$ cat config.mk
export PLATFORM = sky130hd
export DESIGN_NAME = mutative_data_stage
export DESIGN_NICKNAME = d
export VERILOG_FILES = /design/src/mutative_types.sv /design/src/mutative_txn_pkg.sv /design/src/mutative_data_stage.sv
export VERILOG_INCLUDE_DIRS = /design/src
export SDC_FILE = /design/constraint.sdc
export NUM_CORES = 2
export LEC_CHECK = 0
export BUFFER_PORTS_ARGS = -buffer_cell sky130_fd_sc_hd__buf_4
export CELL_PAD_IN_SITES_DETAIL_PLACEMENT = 1
export CELL_PAD_IN_SITES_GLOBAL_PLACEMENT = 2
export CORE_ASPECT_RATIO = 0.5
export CORE_UTILIZATION = 35
export DETAILED_ROUTE_END_ITERATION = 12
export PLACE_DENSITY = 0.62
export SYNTH_ARGS = -nofsm -noshare
export SYNTH_HDL_FRONTEND = slang
export SYNTH_SLANG_ARGS = --single-unit
$ cat constraint.sdc
create_clock -name clk -period 4.5 [get_ports clk]
set_input_delay 0.675 -clock clk [delete_from_list [all_inputs] [get_ports clk]]
set_output_delay 0.675 -clock clk [all_outputs]
set_load 0.01 [all_outputs]
$ cat src/mutative_cfg.svh
`ifndef MUTATIVE_CFG_SVH
`define MUTATIVE_CFG_SVH

// cache geometry

// physical ways, shared by every mode
`define MUT_WAYS 8

// sets per way
`define MUT_SETS 16

// word address, tag plus set index
`define MUT_ADDR_BITS 16

// data word
`define MUT_DATA_BITS 32

`endif
$ cat src/mutative_types.sv
`default_nettype none

`include "mutative_cfg.svh"

package mutative_types;

    typedef logic [$clog2(`MUT_WAYS)-1:0] way_idx_t;
    typedef logic [`MUT_WAYS-1:0] way_mask_t;
    typedef logic [$clog2(`MUT_SETS)-1:0] set_idx_t;
    typedef logic [`MUT_ADDR_BITS-$clog2(`MUT_SETS)-1:0] tag_t;

    typedef struct packed {
        tag_t     tag;
        set_idx_t set_index;
    } cache_address_t;

    typedef enum logic [1:0] {
        mode_dm   = 2'd0,
        mode_2way = 2'd1,
        mode_4way = 2'd2,
        mode_8way = 2'd3
    } assoc_mode_t;

    // ways open to this tag, low tag bits pick the group
    function automatic way_mask_t group_mask(assoc_mode_t mode, tag_t tag);
        case (mode)
            mode_dm:   return way_mask_t'(1) << tag[2:0];
            mode_2way: return way_mask_t'(2'b11) << {tag[1:0], 1'b0};
            mode_4way: return way_mask_t'(4'hf) << {tag[0], 2'b00};
            default:   return '1;
        endcase
    endfunction

endpackage

`default_nettype wire

$ cat src/mutative_txn_pkg.sv
`default_nettype none

`include "mutative_cfg.svh"

package mutative_txn_pkg;

    typedef logic [`MUT_DATA_BITS-1:0] data_t;

    typedef struct packed {
        logic                     write;
        logic [`MUT_ADDR_BITS-1:0] address;
        data_t                    wdata;
    } cache_req_t;

    typedef struct packed {
        logic                         valid;
        logic                         write;
        mutative_types::cache_address_t cache_address;
        data_t                        wdata;
    } lookup_t;

    typedef struct packed {
        logic                     valid;
        logic                     write;
        logic                     hit;
        mutative_types::way_idx_t way;
        mutative_types::set_idx_t set_index;
        data_t                    wdata;
    } access_t;

    typedef struct packed {
        logic                     write;
        logic                     hit;
        mutative_types::way_idx_t way;
        data_t                    rdata;
    } cache_resp_t;

endpackage

`default_nettype wire

$ cat src/mutative_data_stage.sv
`timescale 1ns/1ps
`default_nettype none

`include "mutative_cfg.svh"

module mutative_data_stage (
    input  wire logic                        clk,
    input  wire logic                        rst,
    input  wire mutative_txn_pkg::access_t   access,
    output logic                             resp_valid,
    output mutative_txn_pkg::cache_resp_t    resp
);

    mutative_txn_pkg::data_t data_array [`MUT_SETS][`MUT_WAYS];

    mutative_txn_pkg::data_t stored;
    logic                    read_hit;
    logic                    do_write;

    assign stored   = data_array[access.set_index][access.way];
    assign read_hit = access.valid && !access.write && access.hit;
    assign do_write = access.valid && access.write; // hit way or victim

    always_ff @(posedge clk) begin
        if (do_write) begin
            data_array[access.set_index][access.way] <= access.wdata;
        end
    end

    always_ff @(posedge clk) begin
        if (rst) begin
            resp_valid <= 1'b0;
        end else begin
            resp_valid <= access.valid;
        end
        resp.write <= access.write;
        resp.hit   <= access.hit;
        resp.way   <= access.way;
        resp.rdata <= read_hit ? stored : '0; // zero on misses and writes
    end

endmodule

`default_nettype wire

==> impl_summary.md <==
Status
The run finished with clean final reports.

Yosys
The share of synthesized registers carrying an async set or reset is 0%. The cell count after synthesis came out at 7,522. The number of flops mapped to enable cells by yosys is 4,096. The share of synthesized area occupied by flip-flops and latches is 78.4%.

The yosys synthesis warning count is 0. The flip-flop and latch count after synthesis is 4,134. The synthesized netlist contains 37 unique library cells.

The mapped cell area is 0.158 mm². The post-synth net total is 7,566. The mean post-synth cell area is 21.0 µm². The commonest register cell after synthesis is sky130_fd_sc_hd__edfxtp_1.

Timing
The worst path meets setup with 996 ps of slack. Adding up every negative setup slack in the final design gives 0 ps. The maximum clock rate is 285 MHz. Final hold analysis gives a worst-case slack of 154 ps. The clock skew is 52.9 ps. The hold violation count in the final report is 0. The count of final max-slew check failures is 0.

Setup repair after global routing left no endpoint under its margin. The relative slew slack is 4.19%. Setup violations remaining at the end of the flow were counted as 0. The final critical path takes up 77.9% of the cycle. The clock period minus worst slack is 3500 ps.

At the pin with the least slew margin, the transition time is 1420 ps.

Worst hold path
The startpoint of the worst hold path is access[29]. The class of the most critical hold timing path is in -> reg.

Cells and area
In the layout the commonest cells are sky130_fd_sc_hd__edfxtp_1 (4,096), sky130_fd_sc_hd__mux2i_1 (885), sky130_fd_sc_hd__mux4_2 (640). Fill cells in the final layout number 42,028. The final layout contains 8,179 nets. The area of all placed cells without fillers is 0.183 mm². The filler-free cell count of the finished design is 14,411.

The library cell used most frequently in the layout, excluding fill and tap cells, is sky130_fd_sc_hd__edfxtp_1. The area overhead of the layout relative to synthesis is 15.9%. The share of cells above drive strength 1 is 23.7%.

Setup path
The kind of cell adding the most delay to the critical path is compound AO/OA/AOI/OAI gates. The most prevalent standard cell on the critical path is sky130_fd_sc_hd__buf_4. The count of buffering cells on the critical path with inverters included is 4. The worst setup path category is in -> reg.

The signal on the critical path passes through buf_8 -> buf_4 -> mux4_2 -> a2111oi_0 -> buf_4 -> a21oi_1 -> a22oi_1 -> buf_4 -> a31oi_1. The startpoint of the most critical setup path is access[32]. The library cell contributing the largest single delay on the critical path is sky130_fd_sc_hd__a2111oi_0. The top fanout value on the critical path is 39. For this run, the slowest stage of the critical path takes 930 ps. In this run the critical register-to-register path is launched from data_array[8][116]. Data on the critical path is required at its endpoint by 5290 ps. The arrival time of data at the critical path endpoint is 4300 ps. STA classifies the critical path endpoint as a flip-flop. The worst setup path is launched from an input pin.

Place
The pre-CTS setup slack is -34.2 ps. The port buffer count is 81. Detailed placement ended at an HPWL of 298,000 µm. After detailed placement, the design holds a cell count of 13,685. Routability-driven placement finished with a final weighted congestion of 0.795. The post-detailed-placement cell area is 0.170 mm².

Die
From bottom edge to top edge, the die measures 477 µm. The die footprint is 0.454 mm². 82 I/O pins were placed. The die is 952 µm wide. The area of the placeable core is 0.447 mm². The initial core utilization is 35.3%. The count of standard-cell rows is 173.

Drt
The first routing iteration left 9,895 violations. The final route contains 80,923 vias. The number of nets still failing antenna checks after routing is 0. In the routed layout, each cell is associated on average with a via count of 5.62. The number of optimization iterations in the first detailed-route pass is 5. The wire length after detailed routing is 496,000 µm. The post-route DRC violation count is 0. The average detailed-routed wire length per instance is 34.4 µm.

Clock network
The insertion delay of the later-clocked pin in the worst-skew pair is 950 ps. No sink is reached through more buffers than the 4 on the longest clock path. The TritonCTS clock tree is built. After clock tree synthesis, the flow added hold-fix buffers numbering 7. The number of buffers inserted during clock tree synthesis is 389. The CTS H-tree depth is 5. The CTS root buffer is sky130_fd_sc_hd__clkbuf_16. The count of clock tree sinks is 4,134. The setup fix buffers added after clock tree synthesis is 0.

The number of instances resized during post-cts repair is 0. After clock tree synthesis, the clock-pin slew on the worst setup and hold paths is 60 ps.

Global routing
The largest net degree at the start of global routing is 129. The first global-routing pass estimated 680,000 µm of wire. The number of antenna violations at the first check in global routing is 55. The number of global-route vias before repair is 81,163.

Global routing finished with a remaining overflow of 0. The overall routing resource usage is 21.4%.

Job
Max-cap violations in this run came to 0.

Pwr
For this design the ratio of total power to cell area is 437 mW/mm². In this run the static leakage power is 58.3 nW. IR analysis of the VDD net gives a maximum drop of 0.362 mV.
-- cell usage after synthesis (93+ instances only) --
cell                       count  share of area [%]
sky130_fd_sc_hd__mux4_2      640                9.1
sky130_fd_sc_hd__clkbuf_1    176               0.42
sky130_fd_sc_hd__a221oi_1    128               0.71
sky130_fd_sc_hd__edfxtp_1   4096                 78
sky130_fd_sc_hd__a21oi_1     194               0.62
sky130_fd_sc_hd__o221ai_1    128               0.71
sky130_fd_sc_hd__nor2_1      273               0.65
sky130_fd_sc_hd__nand2_1      93               0.22
sky130_fd_sc_hd__mux2i_1     885                5.6
sky130_fd_sc_hd__o21ai_0     248               0.79
sky130_fd_sc_hd__buf_2       160               0.51
-- metrics by stage --
step | util, % | power, mW
2_1_floorplan | - | 45.2
6_report | 40.9 | 79.9
3_3_place_gp | 38.2 | 47.7
3_5_place_dp | 38.2 | 47.7
5_1_grt | 40.9 | 81.9
4_1_cts | 40.9 | 80.4
-- layer usage --
metal  GRT usage, %  share of wire, %
met1           31.8                45
met2           32.6                45
met3           4.56               8.4
met4           4.25               2.1
met5              0             0.011
-- sequential cells by signal, indices dropped and copies added, names as in the netlist --
name	cells
data_array	4096
resp	37
resp_valid	1
-- cell type report --
type | instances | area, µm² | share of cell area (%)
clock buffers | 501 | 10400 | 5.69
well taps | 5950 | 7440 | 4.07
clock inverters | 208 | 1930 | 1.06
diodes | 8 | 20.0 | 0.0109
multi-input cells | 2935 | 32600 | 17.8
repair buffers | 675 | 6680 | 3.66
flip-flops and latches | 4134 | 124000 | 67.7
-- worst paths after layout --
path | endpoint | slack (ps) | depth (start not counted)
worst max register to register | resp[20] | 1510 | 7
worst max-delay path | resp[20] | 1000 | 9
worst min register to register | resp[30] | 890 | 5
worst min-delay path | data_array[9][157] | 150 | 1
-- cell families after synthesis --
group	share of synthesized area (%)
AO/OA/AOI/OAI	4.02
buffers and inverters	1.59
flip-flops	78.4
multiplexers	14.8
AND/OR/NAND/NOR	1.16
-- power breakdown --
part / total, mW / internal [mW] / switching (mW)
logic: 4.45 / 1.39 / 3.06
clock network: 33.0 / 18.3 / 14.7
registers: 42.4 / 42.4 / 0.0447
No activity file was read; power rests on OpenSTA's default activity.
