<file path="src/mutative_cfg.svh">
`ifndef MUTATIVE_CFG_SVH
`define MUTATIVE_CFG_SVH

// cache geometry

// physical ways, shared by every mode
`define MUT_WAYS 8

// sets per way
`define MUT_SETS 16

// word address, tag plus set index
`define MUT_ADDR_BITS 16

// data word
`define MUT_DATA_BITS 32

`endif
</file>
<file path="src/mutative_types.sv">
`default_nettype none

`include "mutative_cfg.svh"

package mutative_types;

    typedef logic [$clog2(`MUT_WAYS)-1:0] way_idx_t;
    typedef logic [`MUT_WAYS-1:0] way_mask_t;
    typedef logic [$clog2(`MUT_SETS)-1:0] set_idx_t;
    typedef logic [`MUT_ADDR_BITS-$clog2(`MUT_SETS)-1:0] tag_t;

    typedef struct packed {
        tag_t     tag;
        set_idx_t set_index;
    } cache_address_t;

    typedef enum logic [1:0] {
        mode_dm   = 2'd0,
        mode_2way = 2'd1,
        mode_4way = 2'd2,
        mode_8way = 2'd3
    } assoc_mode_t;

    // ways open to this tag, low tag bits pick the group
    function automatic way_mask_t group_mask(assoc_mode_t mode, tag_t tag);
        case (mode)
            mode_dm:   return way_mask_t'(1) << tag[2:0];
            mode_2way: return way_mask_t'(2'b11) << {tag[1:0], 1'b0};
            mode_4way: return way_mask_t'(4'hf) << {tag[0], 2'b00};
            default:   return '1;
        endcase
    endfunction

endpackage

`default_nettype wire

</file>
<file path="src/mutative_plru.sv">
`timescale 1ns/1ps
`default_nettype none

`include "mutative_cfg.svh"

module mutative_plru (
    input  wire logic                           clk,
    input  wire logic                           rst,
    input  wire mutative_types::assoc_mode_t    setup,
    input  wire mutative_types::cache_address_t cache_address,
    input  wire logic                           touch,
    input  wire mutative_types::way_idx_t       touch_way,
    output mutative_types::way_idx_t            evict_way,
    output mutative_types::way_mask_t           evict_we
);

    // one MRU bit per way and set
    mutative_types::way_mask_t mru [`MUT_SETS];

    mutative_types::set_idx_t  set;
    mutative_types::way_mask_t group;
    mutative_types::way_mask_t zeros;
    mutative_types::way_mask_t candidates;
    mutative_types::way_mask_t touch_bit;
    logic                      saturate;

    assign set       = cache_address.set_index;
    assign group     = mutative_types::group_mask(setup, cache_address.tag);
    assign zeros     = ~mru[set] & group; // ways not used lately
    assign touch_bit = mutative_types::way_mask_t'(1) << touch_way;

    // no zero left means the whole group is fair game
    assign candidates = (zeros != '0) ? zeros : group;

    always_comb begin
        evict_way = '0;
        if (setup == mutative_types::mode_dm) begin
            evict_way = mutative_types::way_idx_t'(cache_address.tag[2:0]);
        end else begin
            for (int w = `MUT_WAYS - 1; w >= 0; w--) begin // lowest wins
                if (candidates[w]) begin
                    evict_way = mutative_types::way_idx_t'(w);
                end
            end
        end
    end

    assign evict_we = mutative_types::way_mask_t'(1) << evict_way;

    // touching the last zero, or a full group
    assign saturate = (zeros == touch_bit) || (zeros == '0);

    always_ff @(posedge clk) begin
        if (rst) begin
            for (int s = 0; s < `MUT_SETS; s++) begin
                mru[s] <= '0;
            end
        end else if (touch) begin
            if (saturate) begin
                mru[set] <= (mru[set] & ~group) | touch_bit; // restart the group
            end else begin
                mru[set] <= mru[set] | touch_bit;
            end
        end
    end

    // victim never carries an MRU mark outside direct-mapped mode
    assert property (@(posedge clk) disable iff (rst)
        touch && (setup != mutative_types::mode_dm) |-> ((evict_we & mru[set]) == '0));

    // associativity only changes across a reset
    assert property (@(posedge clk) disable iff (rst)
        !$past(rst) |-> $stable(setup));

endmodule

`default_nettype wire

</file>
<file path="config.mk">
export PLATFORM = sky130hd
export DESIGN_NAME = mutative_plru
export DESIGN_NICKNAME = d
export VERILOG_FILES = /design/src/mutative_types.sv /design/src/mutative_plru.sv
export VERILOG_INCLUDE_DIRS = /design/src
export SDC_FILE = /design/constraint.sdc
export NUM_CORES = 1
export LEC_CHECK = 0
export BUFFER_PORTS_ARGS = -buffer_cell sky130_fd_sc_hd__buf_4
export CAP_MARGIN = 20
export CORE_MARGIN = 4
export CORE_UTILIZATION = 40
export CTS_CLUSTER_SIZE = 16
export DETAILED_ROUTE_END_ITERATION = 7
export PLACE_DENSITY = 0.63
export SLEW_MARGIN = 20
export SYNTH_ARGS = -nofsm -noshare
export SYNTH_HDL_FRONTEND = slang
export SYNTH_SLANG_ARGS = --single-unit
</file>
<file path="constraint.sdc">
create_clock -name clk -period 7.5 [get_ports clk]
set_input_delay 1.5 -clock clk [delete_from_list [all_inputs] [get_ports clk]]
set_output_delay 1.5 -clock clk [all_outputs]
set_load 0.05 [all_outputs]
</file>
==> impl_results.rst <==
.. list-table::
   :header-rows: 1

   * - Metric
     - Value
   * - Status
     - complete, no violations
   * - Relative contribution of sequential cells to total power
     - 0.428
   * - CTS sink cnt
     - between 100 and 150
   * - CTS Hold Bufs
     - 0
   * - Worst-margin pin slew
     - ~1.2 ns
   * - Yosys reg bits
     - between 100 and 150
   * - Combinational fraction of design power
     - 0.169
   * - Vertical extent of the die
     - approximately 140 um
   * - Top cells by area in the synthesized netlist
     - edfxtp_1, mux2i_1, nor2_1, nor3_1, mux2_2
   * - Total routed wirelength
     - around 19000 um
   * - Clock latency at the later pin of the worst-skew pair
     - 0.42 ns
   * - Switching Share
     - 0.2744
   * - Max clock buf depth
     - 2
   * - Final-layout worst hold slack
     - about 1.3 ns
   * - Post-synthesis instance area
     - 7048 um^2
   * - Antenna violations before repair
     - 0
   * - Post-synth ARST share
     - 0
   * - Root Buffer
     - clkbuf_16
   * - Max-capacitance violation count
     - 0
   * - Final-report max-slew violation count
     - 0
   * - DRC violation count after routing
     - 0
   * - Total negative slack
     - 0 ns
   * - Setup repair after global routing missed its margin
     - no
   * - Gate family responsible for the most delay along the worst path
     - compound AO/OA/AOI/OAI gates
   * - Largest stage delay on the critical path
     - about 0.50 ns
   * - Share of synthesized area occupied by flip-flops and latches
     - 0.5454
   * - Crit end category
     - primary output
   * - Effective utilization at floorplan
     - 0.4075
   * - Congestion Overflow GR
     - 0
   * - Count of buffering cells on the critical path with inverters included
     - 2
   * - Number of synthesized flops with an enable pin
     - approximately 130
   * - Vias per std cell
     - ~6.0
   * - Overall track demand over capacity in global routing
     - 0.1943
   * - Net load switching power
     - about 0.53 mW
   * - Internal cell power
     - approximately 1.4 mW
   * - Total Die Area
     - ~20000 um^2
   * - Detail-routed net length per standard cell
     - roughly 22 um
   * - Postcts setup bufs
     - 0
   * - Most prevalent standard cell on the critical path
     - buf_4
   * - Top-level I/O count
     - 35
   * - Maximum ir drop on the vdd rail
     - 166.2 uV
   * - Maximum achievable frequency
     - about 0.15 GHz
   * - Remaining number of nets flagged by the antenna check after routing
     - 0
   * - TritonCTS clock tree
     - done
   * - Power share of the clock group
     - 0.403
   * - Power Dens Cells
     - ~240 nW/um^2
   * - Cells resized by post-CTS repair
     - 0
   * - Relative area change from synthesis to final layout
     - 11.97%
   * - Initial DRT Pass Iterations
     - 5
   * - Biggest registers after layout
     - mru x128
   * - DRT iter0 DRCs
     - between 300 and 400
   * - Hold Vio Cnt, Final
     - 0
   * - Clock buffer count from CTS
     - 17
   * - Series of cell instances along the critical path
     - buf_4 -> mux2i_1 -> a22oi_1 -> o221ai_1 -> a22oi_2 -> o2111ai_2 -> or2_1 -> a21oi_1 -> a211oi_1 -> a311oi_2 -> and3_1 -> buf_4
   * - Number of antenna repair diodes
     - 0
   * - Crit path DAT
     - around 5.1 ns
   * - Gate count of the mapped netlist
     - between 600 and 700
   * - Placeable Area
     - 17300 um^2
   * - Die width
     - about 140 um
   * - Top register by number of flip-flops
     - mru
   * - Fin crit share
     - 0.8837
   * - Type of the worst setup path
     - primary input to primary output
   * - Type of the most critical hold path
     - register to register
   * - Required arrival time at the worst endpoint
     - 6.00 ns
   * - Area share of the largest cell type after synthesis
     - 0.5454
   * - CP max FO
     - 40
   * - Largest register FFs
     - between 100 and 150
   * - Number of distinct library cells after synthesis
     - approximately 70
   * - Net count of the mapped netlist
     - 630
   * - Post-layout net count
     - 639
   * - Final worst clock skew
     - ~0.0074 ns
   * - Ratio of cells with drive above 1 in the final layout
     - 0.1786
   * - CTS HTree Levels
     - 4
   * - Max_slew headroom
     - 0.2165
   * - Clock-pin slew on the worst setup and hold paths
     - around 0.05 ns
   * - Wire length of the first global-routing pass
     - ~30000 um
   * - Count of buffers from port buffering
     - 25
   * - GP Congestion
     - roughly 0.9
   * - Vias in the first global route
     - around 5100
   * - Final setup violation count
     - 0
   * - Number of warnings issued by yosys
     - 0
   * - Period minus WS final
     - roughly 6.6 ns
   * - Static Leakage
     - just under 3 nW
   * - Filler instances
     - 1609
   * - Largest net degree at the start of global routing
     - approximately 40
   * - Slowest cell on the critical path
     - buf_4
   * - CP startpoint kind
     - primary input
   * - Standard-cell row count
     - between 40 and 50
   * - Total via count after detailed routing
     - between 5000 and 6000
   * - Top_reg_cell synth
     - edfxtp_1
   * - Post-synthesis average cell area
     - around 12 um^2
   * - Final HPWL from detailed placement
     - ~13000 um
   * - Cell taking the most area after synthesis
     - edfxtp_1
power by group through the flow:
stage,Combinational (mW),Clock [mW],Sequential [mW]
3_3_place_gp,0.314,0,0.835
6_report,0.325,0.775,0.822
4_1_cts,0.319,0.779,0.822
2_1_floorplan,0.227,0,0.834
5_1_grt,0.346,0.813,0.824
3_5_place_dp,0.318,0,0.837
metal layers:
metal  track usage  up-vias  part of all wire  routed length (um)
met2        0.3120      219              0.48                9117
met3       0.04308       35             0.067                1275
met1        0.2592     2569              0.43                8159
li1              -     2319                 -                   -
met4       0.07139        0             0.021                 391
met5             0        -                 0                   0
synthesized netlist by cell type, types with 2 or more instances:
master and count:
a211o_1 4, a211oi_1 4, a21o_1 3, a21oi_1 13, a221o_1 3, a221oi_1 4, a22o_1 5, a22oi_1 9
a22oi_2 5, a2bb2oi_1 3, a311o_1 2, a31o_2 2, and2_1 2, and3_1 6, and3b_1 16, buf_2 10
buf_4 5, buf_6 8, clkbuf_1 16, edfxtp_1 128, inv_1 9, mux2_2 22, mux2i_1 46, mux4_2 2
nand2_1 28, nand2_2 2, nand2b_1 24, nand3_1 7, nand4b_1 2, nor2_1 85, nor2b_1 9, nor3_1 53
nor3_2 2, o21a_1 3, o21ai_0 18, o21ai_1 2, o21bai_1 3, o221ai_1 4, o22ai_1 4, o2bb2ai_1 3
or2_2 2
cells by family after synthesis:
| logic type | Yosys count | share of synthesized area |
|---|---|---|
| DFF | 128 | 0.5454 |
| muxes | 70 | 0.1069 |
| and+or+nand+nor | 247 | 0.1800 |
| buffers and inverters | 50 | 0.04136 |
| AOI/OAI and AO/OA | 111 | 0.1264 |
area by class of cell:
| class | count | area, um^2 | area share |
|---|---|---|---|
| clock inverters | 13 | 122.6 | 0.01554 |
| flip-flops and latches | 128 | 3844 | 0.4871 |
| repair buffers | 31 | 252.7 | 0.03203 |
| inverters | 9 | 33.78 | 0.004281 |
| well taps | 225 | 281.5 | 0.03567 |
| clock buffers | 18 | 429.2 | 0.05438 |
| multi-input cells | 428 | 2928 | 0.3710 |
stage by stage:
stage               instances  utilization  instance area (um^2)  power [mW]  worst slack (ns)
floorplan                 606            -                  7056       1.061            0.6788
global placement          820       0.4233                  7322       1.149            0.9160
detailed placement        820       0.4233                  7322       1.155            0.8162
CTS                       851       0.4552                  7874       1.920            0.8089
global route              852       0.4562                  7891       1.984            0.6047
finish                    852       0.4562                  7891       1.922            0.8722
cells in the final DEF (no fill, tap or decap), types with 5 or more instances in the layout:
master | netlist | routed
mux2_2 | 22 | 22
and3_1 | 6 | 6
clkbuf_16 | 0 | 17
nor3_1 | 53 | 52
a22o_1 | 5 | 5
and3b_1 | 16 | 16
nor2b_1 | 9 | 9
mux2i_1 | 46 | 46
nand2b_1 | 24 | 24
a22oi_1 | 9 | 9
nand3_1 | 7 | 7
nand2_1 | 28 | 28
a22oi_2 | 5 | 5
buf_4 | 5 | 29
nor2_1 | 85 | 84
a21oi_1 | 13 | 13
inv_1 | 9 | 9
clkinv_2 | 0 | 6
o21ai_0 | 18 | 18
edfxtp_1 | 128 | 128
worst reg2reg max path: stages, from the launching register on:
cell       delay (ns)
edfxtp_1         0.32
mux2i_1          0.08
a22oi_1          0.34
o221ai_1         0.27
a22oi_2          0.38
nand3b_1         0.16
a2111oi_2        0.39
and4_4           0.33
o21ai_1          0.09
a31oi_2          0.94
nor2_1           0.10
path summary, 6_finish.rpt:
kind	from	to	cells past startpoint	slack [ns]
max	cache_address[3]	evict_we[7]	12	0.87
min	mru[5][4]$_SDFFCE_PN0P_	mru[0][4]$_SDFFCE_PN0P_	6	1.25
max reg2reg	mru[10][3]$_SDFFCE_PN0P_	mru[11][6]$_SDFFCE_PN0P_	10	3.82
min reg2reg	mru[5][4]$_SDFFCE_PN0P_	mru[0][4]$_SDFFCE_PN0P_	6	1.25
Note: power is estimated with default switching activity, not from simulation.
