File: config.mk
export PLATFORM = sky130hd
export DESIGN_NAME = mutative_addr_stage
export DESIGN_NICKNAME = d
export VERILOG_FILES = /design/src/mutative_types.sv /design/src/mutative_txn_pkg.sv /design/src/mutative_addr_stage.sv
export VERILOG_INCLUDE_DIRS = /design/src
export SDC_FILE = /design/constraint.sdc
export NUM_CORES = 1
export LEC_CHECK = 0
export BUFFER_PORTS_ARGS = -buffer_cell sky130_fd_sc_hd__buf_2
export CORE_MARGIN = 1.5
export CORE_UTILIZATION = 30
export DETAILED_ROUTE_END_ITERATION = 8
export GPL_ROUTABILITY_DRIVEN = 0
export SLEW_MARGIN = 25
export SYNTH_ARGS = -nofsm -noshare
export SYNTH_HDL_FRONTEND = slang
export SYNTH_SLANG_ARGS = --single-unit
File: constraint.sdc
create_clock -name clk -period 0.8 [get_ports clk]
set_clock_uncertainty 0.1 [all_clocks]
set_input_delay 0.16 -clock clk [delete_from_list [all_inputs] [get_ports clk]]
set_output_delay 0.16 -clock clk [all_outputs]
set_load 0.01 [all_outputs]
File: src/mutative_cfg.svh
`ifndef MUTATIVE_CFG_SVH
`define MUTATIVE_CFG_SVH

// cache geometry

// physical ways, shared by every mode
`define MUT_WAYS 8

// sets per way
`define MUT_SETS 16

// word address, tag plus set index
`define MUT_ADDR_BITS 16

// data word
`define MUT_DATA_BITS 32

`endif
File: src/mutative_types.sv
`default_nettype none

`include "mutative_cfg.svh"

package mutative_types;

    typedef logic [$clog2(`MUT_WAYS)-1:0] way_idx_t;
    typedef logic [`MUT_WAYS-1:0] way_mask_t;
    typedef logic [$clog2(`MUT_SETS)-1:0] set_idx_t;
    typedef logic [`MUT_ADDR_BITS-$clog2(`MUT_SETS)-1:0] tag_t;

    typedef struct packed {
        tag_t     tag;
        set_idx_t set_index;
    } cache_address_t;

    typedef enum logic [1:0] {
        mode_dm   = 2'd0,
        mode_2way = 2'd1,
        mode_4way = 2'd2,
        mode_8way = 2'd3
    } assoc_mode_t;

    // ways open to this tag, low tag bits pick the group
    function automatic way_mask_t group_mask(assoc_mode_t mode, tag_t tag);
        case (mode)
            mode_dm:   return way_mask_t'(1) << tag[2:0];
            mode_2way: return way_mask_t'(2'b11) << {tag[1:0], 1'b0};
            mode_4way: return way_mask_t'(4'hf) << {tag[0], 2'b00};
            default:   return '1;
        endcase
    endfunction

endpackage

`default_nettype wire

File: src/mutative_txn_pkg.sv
`default_nettype none

`include "mutative_cfg.svh"

package mutative_txn_pkg;

    typedef logic [`MUT_DATA_BITS-1:0] data_t;

    typedef struct packed {
        logic                     write;
        logic [`MUT_ADDR_BITS-1:0] address;
        data_t                    wdata;
    } cache_req_t;

    typedef struct packed {
        logic                         valid;
        logic                         write;
        mutative_types::cache_address_t cache_address;
        data_t                        wdata;
    } lookup_t;

    typedef struct packed {
        logic                     valid;
        logic                     write;
        logic                     hit;
        mutative_types::way_idx_t way;
        mutative_types::set_idx_t set_index;
        data_t                    wdata;
    } access_t;

    typedef struct packed {
        logic                     write;
        logic                     hit;
        mutative_types::way_idx_t way;
        data_t                    rdata;
    } cache_resp_t;

endpackage

`default_nettype wire

File: src/mutative_addr_stage.sv
`timescale 1ns/1ps
`default_nettype none

module mutative_addr_stage (
    input  wire logic                         clk,
    input  wire logic                         rst,
    input  wire logic                         req_valid,
    input  wire mutative_txn_pkg::cache_req_t req,
    output mutative_txn_pkg::lookup_t         lookup
);

    mutative_types::cache_address_t split_address;

    assign split_address = mutative_types::cache_address_t'(req.address); // tag above set

    always_ff @(posedge clk) begin
        if (rst) begin
            lookup.valid <= 1'b0;
        end else begin
            lookup.valid <= req_valid;
        end
        if (req_valid) begin // hold payload between requests
            lookup.write         <= req.write;
            lookup.cache_address <= split_address;
            lookup.wdata         <= req.wdata;
        end
    end

endmodule

`default_nettype wire

==> results.py, run 1 <==
metrics = {
    "clock_tree": {
        "cts.reportedPaths.clkPinSlew_ns": 0.09,
        "postCtsSetupRepairBufs": 0,
        "hold_buffers": 1,
        "htree_levels": 2,
        "cts_buffers": 5,
        "clockBufferDepth": 2,
        "cts_root_buffer": "clkbuf_8",
        "cts_tree": "done",
        "cts_sinks": 50,
    },
    "worst_setup_path": {
        "critPathArrivalTime_ns": 0.83,
        "slowest_delay_ns": 0.39,
        "path_cells": "buf_2",
        "critical_path.max_fanout": 1,
        "crit_family": "flip-flops",
        "critical_path_class": "reg -> out",
        "crit_required_ns": 0.54,
        "slowest_stage": "edfxtp_1",
        "worst_setup_path_end_kind": "output port",
        "cp-start-kind": "flip-flop",
        "cp.buffers_inverters": 1,
    },
    "hold_path": {
        "hold_depth": 1,
        "hold_path_startpoint": "req[16]",
        "hold_path_class": "in -> reg",
        "holdPathEnd": "lookup[16]",
    },
    "cells_and_area": {
        "fill_cells": 423,
        "regMostFlops": "lookup",
        "layout-drive-gt1-share_pct": 69.33,
        "antenna_cells": 0,
        "largest_register_ff_count": 50,
        "largestRegisters": "lookup: 50 flops",
        "layout.nets": 214,
        "fin_cells": 230,
        "final_area_um2": 2301,
        "area_delta_synth_final_pct": 52.87,
    },
    "sta": {
        "timing.hold.ws_ns": -0.06281,
        "drv_slew": 0,
        "period_share_pct": 135.8,
        "slew_headroom_pct": 90.27,
        "rsz0062_at_grt": "true",
        "final_hold_viol_count": 49,
        "setup_ws_ns": -0.2866,
        "setup_violations": 50,
        "tightest_slew_ns": 0.1460,
        "fmax_mhz": 920.3,
        "fin_setup_tns_ns": -12.96,
        "finalCriticalPeriod_ns": 1.087,
    },
    "placement": {
        "place_ws_ns": -0.1168,
        "dp_cells": 221,
        "port_buffers": 101,
        "place_area_um2": 2135,
    },
    "die": {
        "dieArea_um2": 5451,
        "die_h_um": 73.83,
        "chipWidth_um": 73.83,
        "start_util_pct": 31.45,
        "io_pins": 102,
        "fp-row-count": 25,
        "coreArea_um2": 4786,
    },
    "outcome": {
        "outcome": "finished with violations",
        "violations": "negative hold slack, negative setup slack",
    },
    "yosys": {
        "synth_area_um2": 1505,
        "synth-seq-area-share_pct": 99.09,
        "syn_inst": 51,
        "yosysWarnings": 0,
        "ys_ff_latch": 50,
        "synth.avg_cell_area_um2": 29.51,
        "yosysUniqueCellTypes": 3,
        "synth_nets": 103,
    },
    "grt": {
        "grt_usage_pct": 11.17,
        "antenna_found_initial": 0,
        "grt_pass1_vias": 954,
        "grt-ovfl-total": 0,
        "grt_max_degree": 28,
        "grt_pass1_wl_um": 4298,
    },
    "pwr": {
        "p_leak_nw": 0.9914,
        "p_total_mw": 5.746,
        "peakVddDrop_mv": 1.492,
        "power.density_nw_per_um2": 2497,
    },
    "route": {
        "drc": 0,
        "drt_first_pass_iters": 4,
        "vias": 924,
        "drt_iter0_drc": 30,
        "vias_per_cell": 4.017,
        "finalWirelength_um": 2888,
        "routedWlPerCell_um": 12.56,
        "ant_nets": 0,
    },
    "run": {
        "cap_viol_max_count": 0,
    },
}
-- layer usage --
metal  routed length, µm  global-route usage (%)  share of wire [%]
met1                1005                   11.57                 35
met2                1436                   18.42                 50
met3                 405                   6.310                 14
met4                  41                   4.938                1.4
met5                   0                       0                  0
-- metrics by stage --
stage / util, % / hold slack, ns
global route: 48.08 / -0.08556
global placement: 44.60 / 0.2361
finish: 48.08 / -0.06281
CTS: 47.95 / -0.07497
detailed placement: 44.60 / 0.2381
floorplan: - / 0.1243
-- repair_timing --
item / CTS / global route
gates cloned: 0 / 0
endpoints found under the setup margin: 50 / 50
endpoints found under the hold margin: 50 / 49
resized for setup: 2 / 1
-- Yosys cell counts --
master | number | area share, %
edfxtp_1 | 49 | 98
nor2b_4 | 1 | 0.91
dfxtp_1 | 1 | 1.3
-- cell usage in the layout (no fill, tap or decap) --
master and n:
buf_2 99, bufinv_16 2, buf_6 2, clkbuf_8 6, nor2b_4 1, buf_12 2, edfxtp_1 49, dfxtp_2 1
dlygate4sd3_1 1
-- worst max path at each step --
stage                     startpoint          to  slack (ns)  cells after the start
after CTS                 lookup[19]  lookup[19]       -0.31                      1
after floorplan            lookup[0]   lookup[0]        0.15                      0
final                      lookup[2]   lookup[2]       -0.29                      1
after global routing      lookup[33]  lookup[33]       -0.34                      1
after detailed placement   req_valid  lookup[46]       -0.12                      2
after global placement     req_valid  lookup[33]        -0.1                      2
-- area by class of cell --
cell class                      count  area, µm²  area share (%)
Tap cell                           67      83.83           3.643
Multi-Input combinational cell      1      13.76          0.5982
Clock inverter                      2      60.06           2.610
Clock buffer                        6      82.58           3.589
Sequential cell                    50       1493           64.87
Timing Repair Buffer              104      568.0           24.69
-- power by group --
| part | total [mW] | internal [mW] | switching [mW] |
|---|---|---|---|
| Combinational | 0.507 | 0.248 | 0.259 |
| Clock | 2.09 | 1.33 | 0.760 |
| Sequential | 3.15 | 3.10 | 0.0484 |
| Total | 5.75 | 4.68 | 1.07 |
-- logic make-up after synthesis --
group	count (synthesis)	synth area share, %
and+or+nand+nor	1	0.9142
DFF	50	99.09
No activity file was read; power rests on OpenSTA's default activity.
==> inputs of run 2 (changes only) <==
--- a/config.mk
+++ b/config.mk
@@ -6,10 +6,10 @@
 export SDC_FILE = /design/constraint.sdc
 export NUM_CORES = 1
 export LEC_CHECK = 0
-export BUFFER_PORTS_ARGS = -buffer_cell sky130_fd_sc_hd__buf_2
 export CORE_MARGIN = 1.5
 export CORE_UTILIZATION = 30
 export DETAILED_ROUTE_END_ITERATION = 8
+export DONT_BUFFER_PORTS = 1
 export GPL_ROUTABILITY_DRIVEN = 0
 export SLEW_MARGIN = 25
 export SYNTH_ARGS = -nofsm -noshare
==> run 2 against run 1 <==
The flow still finishes with violations (negative hold slack, negative setup slack). Utilization down 2.1 points. Sequential power up 5%. Clock power down 18%. Cell count down 23%. Critical endpoint is now lookup[6]. Worst setup slack better by 0.087 ns.
==> results.py, run 2 (synthesis results as in run 1) <==
metrics = {
    "cells_and_area": {
        "largest_register_ff_count": 50,
        "regMostFlops": "lookup",
        "layout-drive-gt1-share_pct": 8.257,
        "antenna_cells": 0,
        "final_area_um2": 2201,
        "fill_cells": 409,
        "final_util_pct": 45.99,
        "layout.nets": 160,
        "layout_common_cells": "dlygate4sd3_1 (50), edfxtp_1 (49), clkbuf_8 (5)",
        "area_delta_synth_final_pct": 46.22,
        "largestRegisters": "lookup: 50 flops",
        "fin_cells": 176,
        "final_common_cell": "dlygate4sd3_1",
    },
    "grt": {
        "grt-ovfl-total": 0,
        "grt_pass1_wl_um": 4050,
        "grt_usage_pct": 10.92,
        "antenna_found_initial": 0,
        "grt_pass1_vias": 835,
        "grt_max_degree": 51,
    },
    "sta": {
        "timing.hold.ws_ns": -0.1307,
        "tightest_slew_ns": 0.1399,
        "setup_ws_ns": -0.1993,
        "finalCriticalPeriod_ns": 0.9993,
        "slew_headroom_pct": 90.69,
        "fmax_mhz": 1001,
        "drv_slew": 0,
        "period_share_pct": 124.9,
        "setup_violations": 50,
        "rsz0062_at_grt": "true",
        "final_hold_viol_count": 50,
    },
    "die": {
        "chipWidth_um": 73.83,
        "start_util_pct": 31.45,
        "fp-row-count": 25,
        "dieArea_um2": 5451,
        "die_h_um": 73.83,
        "coreArea_um2": 4786,
        "io_pins": 102,
    },
    "route": {
        "finalWirelength_um": 2908,
        "drc": 0,
        "routedWlPerCell_um": 16.52,
        "highest-signal-layer": "met4",
        "drt_iter0_drc": 41,
        "vias_per_cell": 4.159,
        "drt-met1-wl_um": 979,
        "drt_first_pass_iters": 2,
        "routed-wl-met3_um": 388,
        "vias": 732,
        "ant_nets": 0,
        "dr_wl_met2_um": 1501,
    },
    "worst_setup_path": {
        "worst_setup_path_end_kind": "output port",
        "critical_path_class": "reg -> out",
        "cp-start-kind": "flip-flop",
        "critical_path.max_fanout": 1,
        "crit_start": "lookup[6]",
        "critPathArrivalTime_ns": 0.74,
        "crit_required_ns": 0.54,
    },
    "placement": {
        "port_buffers": 0,
        "place_area_um2": 1589,
        "dp_cells": 118,
    },
    "pwr": {
        "power.density_nw_per_um2": 2366,
        "p_leak_nw": 0.7557,
        "peakVddDrop_mv": 1.009,
        "p_total_mw": 5.208,
    },
    "hold_path": {
        "hold_path_class": "in -> reg",
        "hold_depth": 0,
        "hold_path_startpoint": "req_valid",
        "holdPathEnd": "lookup[23]",
    },
    "clock_tree": {
        "clockBufferDepth": 2,
        "hold_buffers": 50,
        "cts.reportedPaths.clkPinSlew_ns": 0.09,
        "cts_tree": "done",
        "cts_root_buffer": "clkbuf_8",
        "htree_levels": 2,
        "cts_buffers": 5,
        "postCtsSetupRepairBufs": 0,
        "cts_sinks": 50,
    },
    "outcome": {
        "outcome": "finished with violations",
        "violations": "negative hold slack, negative setup slack",
    },
    "run": {
        "cap_viol_max_count": 0,
    },
}
## run 2: power by group
part / switching, mW / total [mW] / internal (mW) / leakage, nW
Sequential: 0.182 / 3.30 / 3.11 / 0.488
Combinational: 0.0389 / 0.205 / 0.166 / 0.216
Clock: 0.775 / 1.71 / 0.932 / 0.0514
Total: 0.995 / 5.21 / 4.21 / 0.756
## run 2: stage by stage
step,worst slack (ns),setup TNS (ns)
3_3_place_gp,0.1291,0
5_1_grt,-0.2339,-10.98
3_5_place_dp,0.1159,0
6_report,-0.1993,-9.225
4_1_cts,-0.2201,-10.01
2_1_floorplan,0.1462,0
## run 2: how the worst max path moves through the flow
stage	endpoint	cells after the start	slack [ns]
CTS	lookup[19]	0	-0.22
detailed placement	lookup[14]	0	0.12
global placement	lookup[26]	0	0.13
floorplan	lookup[0]	0	0.15
finish	lookup[6]	0	-0.20
global route	lookup[34]	0	-0.23
## run 2: timing repair
item	CTS	global route
setup endpoints to repair	50	50
resized for setup	1	0
hold endpoints to repair	99	50
## run 2: final cells by class
type                            count  area [µm²]  area share (%)
Clock buffer                        6       72.57           3.297
Clock inverter                      2       37.54           1.706
Multi-Input combinational cell      1       13.76          0.6254
Sequential cell                    50        1493           67.82
Tap cell                           67       83.83           3.809
Timing Repair Buffer               50       500.5           22.74
## run 2: per-layer routing
| layer | track usage (%) | up-vias |
|---|---|---|
| li1 | - | 315 |
| met1 | 9.721 | 345 |
| met2 | 18.42 | 68 |
| met3 | 7.545 | 4 |
| met4 | 5.556 | 0 |
| met5 | 0 | - |
==> inputs of run 3 (changes only) <==
==> constraint.sdc (replaced) <==
create_clock -name clk -period 0.8 [get_ports clk]
set_clock_uncertainty 0.1 [all_clocks]
set_input_delay 0.16 -clock clk [delete_from_list [all_inputs] [get_ports clk]]
set_output_delay 0.16 -clock clk [all_outputs]
set_load 0.005 [all_outputs]
==> run 3 against run 2 <==
The run still ends with negative hold slack, negative setup slack left. Largest cell class unchanged. Count of clock-buffer cells in the layout unchanged. Flip-flop and latch count unchanged. First-iteration DRC count decreased by 71%. Global-route usage decreased by 0.11 points. Sequential power decreased by 2%. Highest routed layer unchanged.
==> results.py, run 3 (synthesis results as in run 1) <==
metrics = {
    "route": {
        "vias": 721,
        "finalWirelength_um": 2899,
        "vias_per_cell": 4.097,
        "routedWlPerCell_um": 16.47,
        "drt_first_pass_iters": 3,
        "drc": 0,
        "drt_iter0_drc": 12,
        "ant_nets": 0,
    },
    "cells_and_area": {
        "area_delta_synth_final_pct": 46.22,
        "final_util_pct": 45.99,
        "regMostFlops": "lookup",
        "layout.nets": 160,
        "largest_register_ff_count": 50,
        "antenna_cells": 0,
        "final_common_cell": "dlygate4sd3_1",
        "final_area_um2": 2201,
        "fin_cells": 176,
        "layout-drive-gt1-share_pct": 8.257,
        "multiInputGateArea_um2": 13.76,
        "layout_common_cells": "dlygate4sd3_1 (50), edfxtp_1 (49), clkbuf_8 (5)",
        "fill_cells": 416,
        "largestRegisters": "lookup: 50 flops",
        "seq_area_um2": 1493,
    },
    "grt": {
        "grt-ovfl-total": 0,
        "grt_usage_pct": 10.81,
        "grt_max_degree": 51,
        "grt_pass1_vias": 832,
        "antenna_found_initial": 0,
        "grt_pass1_wl_um": 4002,
    },
    "die": {
        "coreArea_um2": 4786,
        "dieArea_um2": 5451,
        "start_util_pct": 31.45,
        "fp-row-count": 25,
        "chipWidth_um": 73.83,
        "die_h_um": 73.83,
        "io_pins": 102,
    },
    "placement": {
        "place_area_um2": 1589,
        "dp_cells": 118,
        "port_buffers": 0,
        "place_ws_ns": 0.1429,
    },
    "clock_tree": {
        "cts_tree": "done",
        "cts_sinks": 50,
        "postCtsSetupRepairBufs": 0,
        "clockBufferDepth": 2,
        "cts.reportedPaths.clkPinSlew_ns": 0.09,
        "cts_buffers": 5,
        "cts_root_buffer": "clkbuf_8",
        "hold_buffers": 50,
        "htree_levels": 2,
    },
    "hold_path": {
        "holdPathEnd": "lookup[2]",
        "hold_path_startpoint": "req_valid",
        "hold_path_class": "in -> reg",
        "hold_depth": 0,
    },
    "pwr": {
        "p_total_mw": 5.113,
        "peakVddDrop_mv": 1.400,
        "power.density_nw_per_um2": 2323,
        "p_leak_nw": 0.7557,
    },
    "sta": {
        "tightest_slew_ns": 0.1161,
        "drv_slew": 0,
        "setup_violations": 50,
        "rsz0062_at_grt": "true",
        "fin_setup_tns_ns": -7.398,
        "timing.hold.ws_ns": -0.1250,
        "setup_ws_ns": -0.1668,
        "slew_headroom_pct": 92.24,
        "finalCriticalPeriod_ns": 0.9668,
        "fmax_mhz": 1034,
        "final_hold_viol_count": 50,
        "period_share_pct": 120.9,
    },
    "worst_setup_path": {
        "worst_setup_path_end_kind": "output port",
        "crit_start": "lookup[28]",
        "critical_path_class": "reg -> out",
        "crit_required_ns": 0.54,
        "critical_path.max_fanout": 1,
        "cp-start-kind": "flip-flop",
        "critPathArrivalTime_ns": 0.71,
    },
    "outcome": {
        "violations": "negative hold slack, negative setup slack",
        "outcome": "finished with violations",
    },
    "run": {
        "cap_viol_max_count": 0,
    },
}
## run 3: cell counts in the layout (fill, tap and decap cells not counted)
Identical to the previous run, type by type.
## run 3: repair_timing
action,CTS,global route
pin swaps,0,0
endpoints found under the setup margin,50,50
gates resized for setup,1,0
hold endpoints to repair,99,50
## run 3: area by class of cell
| class | instances | area share (%) |
|---|---|---|
| flip-flops and latches | 50 | 67.82 |
| clock inverters | 2 | 1.706 |
| repair buffers | 50 | 22.74 |
| well taps | 67 | 3.809 |
| multi-input cells | 1 | 0.6254 |
| clock buffers | 6 | 3.297 |
## run 3: how the worst max path moves through the flow
stage                 endpoint  slack, ns  cells past startpoint
floorplan            lookup[0]       0.18                      0
global placement    lookup[26]       0.16                      0
detailed placement  lookup[11]       0.14                      0
CTS                 lookup[28]      -0.19                      0
global route        lookup[28]      -0.21                      0
finish              lookup[28]      -0.17                      0
## run 3: power by group
group / switching (mW) / total, mW / internal (mW) / leakage [nW]
combinational: 0.0386 / 0.204 / 0.166 / 0.216
clock: 0.760 / 1.69 / 0.932 / 0.0514
sequential: 0.108 / 3.22 / 3.11 / 0.488
total: 0.906 / 5.11 / 4.21 / 0.756
## run 3: layer usage
layer	track usage [%]	vias up	wire length, µm
met5	0	-	0
met1	9.739	333	975
li1	-	315	-
met4	4.938	0	43
met3	7.270	4	363
met2	18.52	69	1516
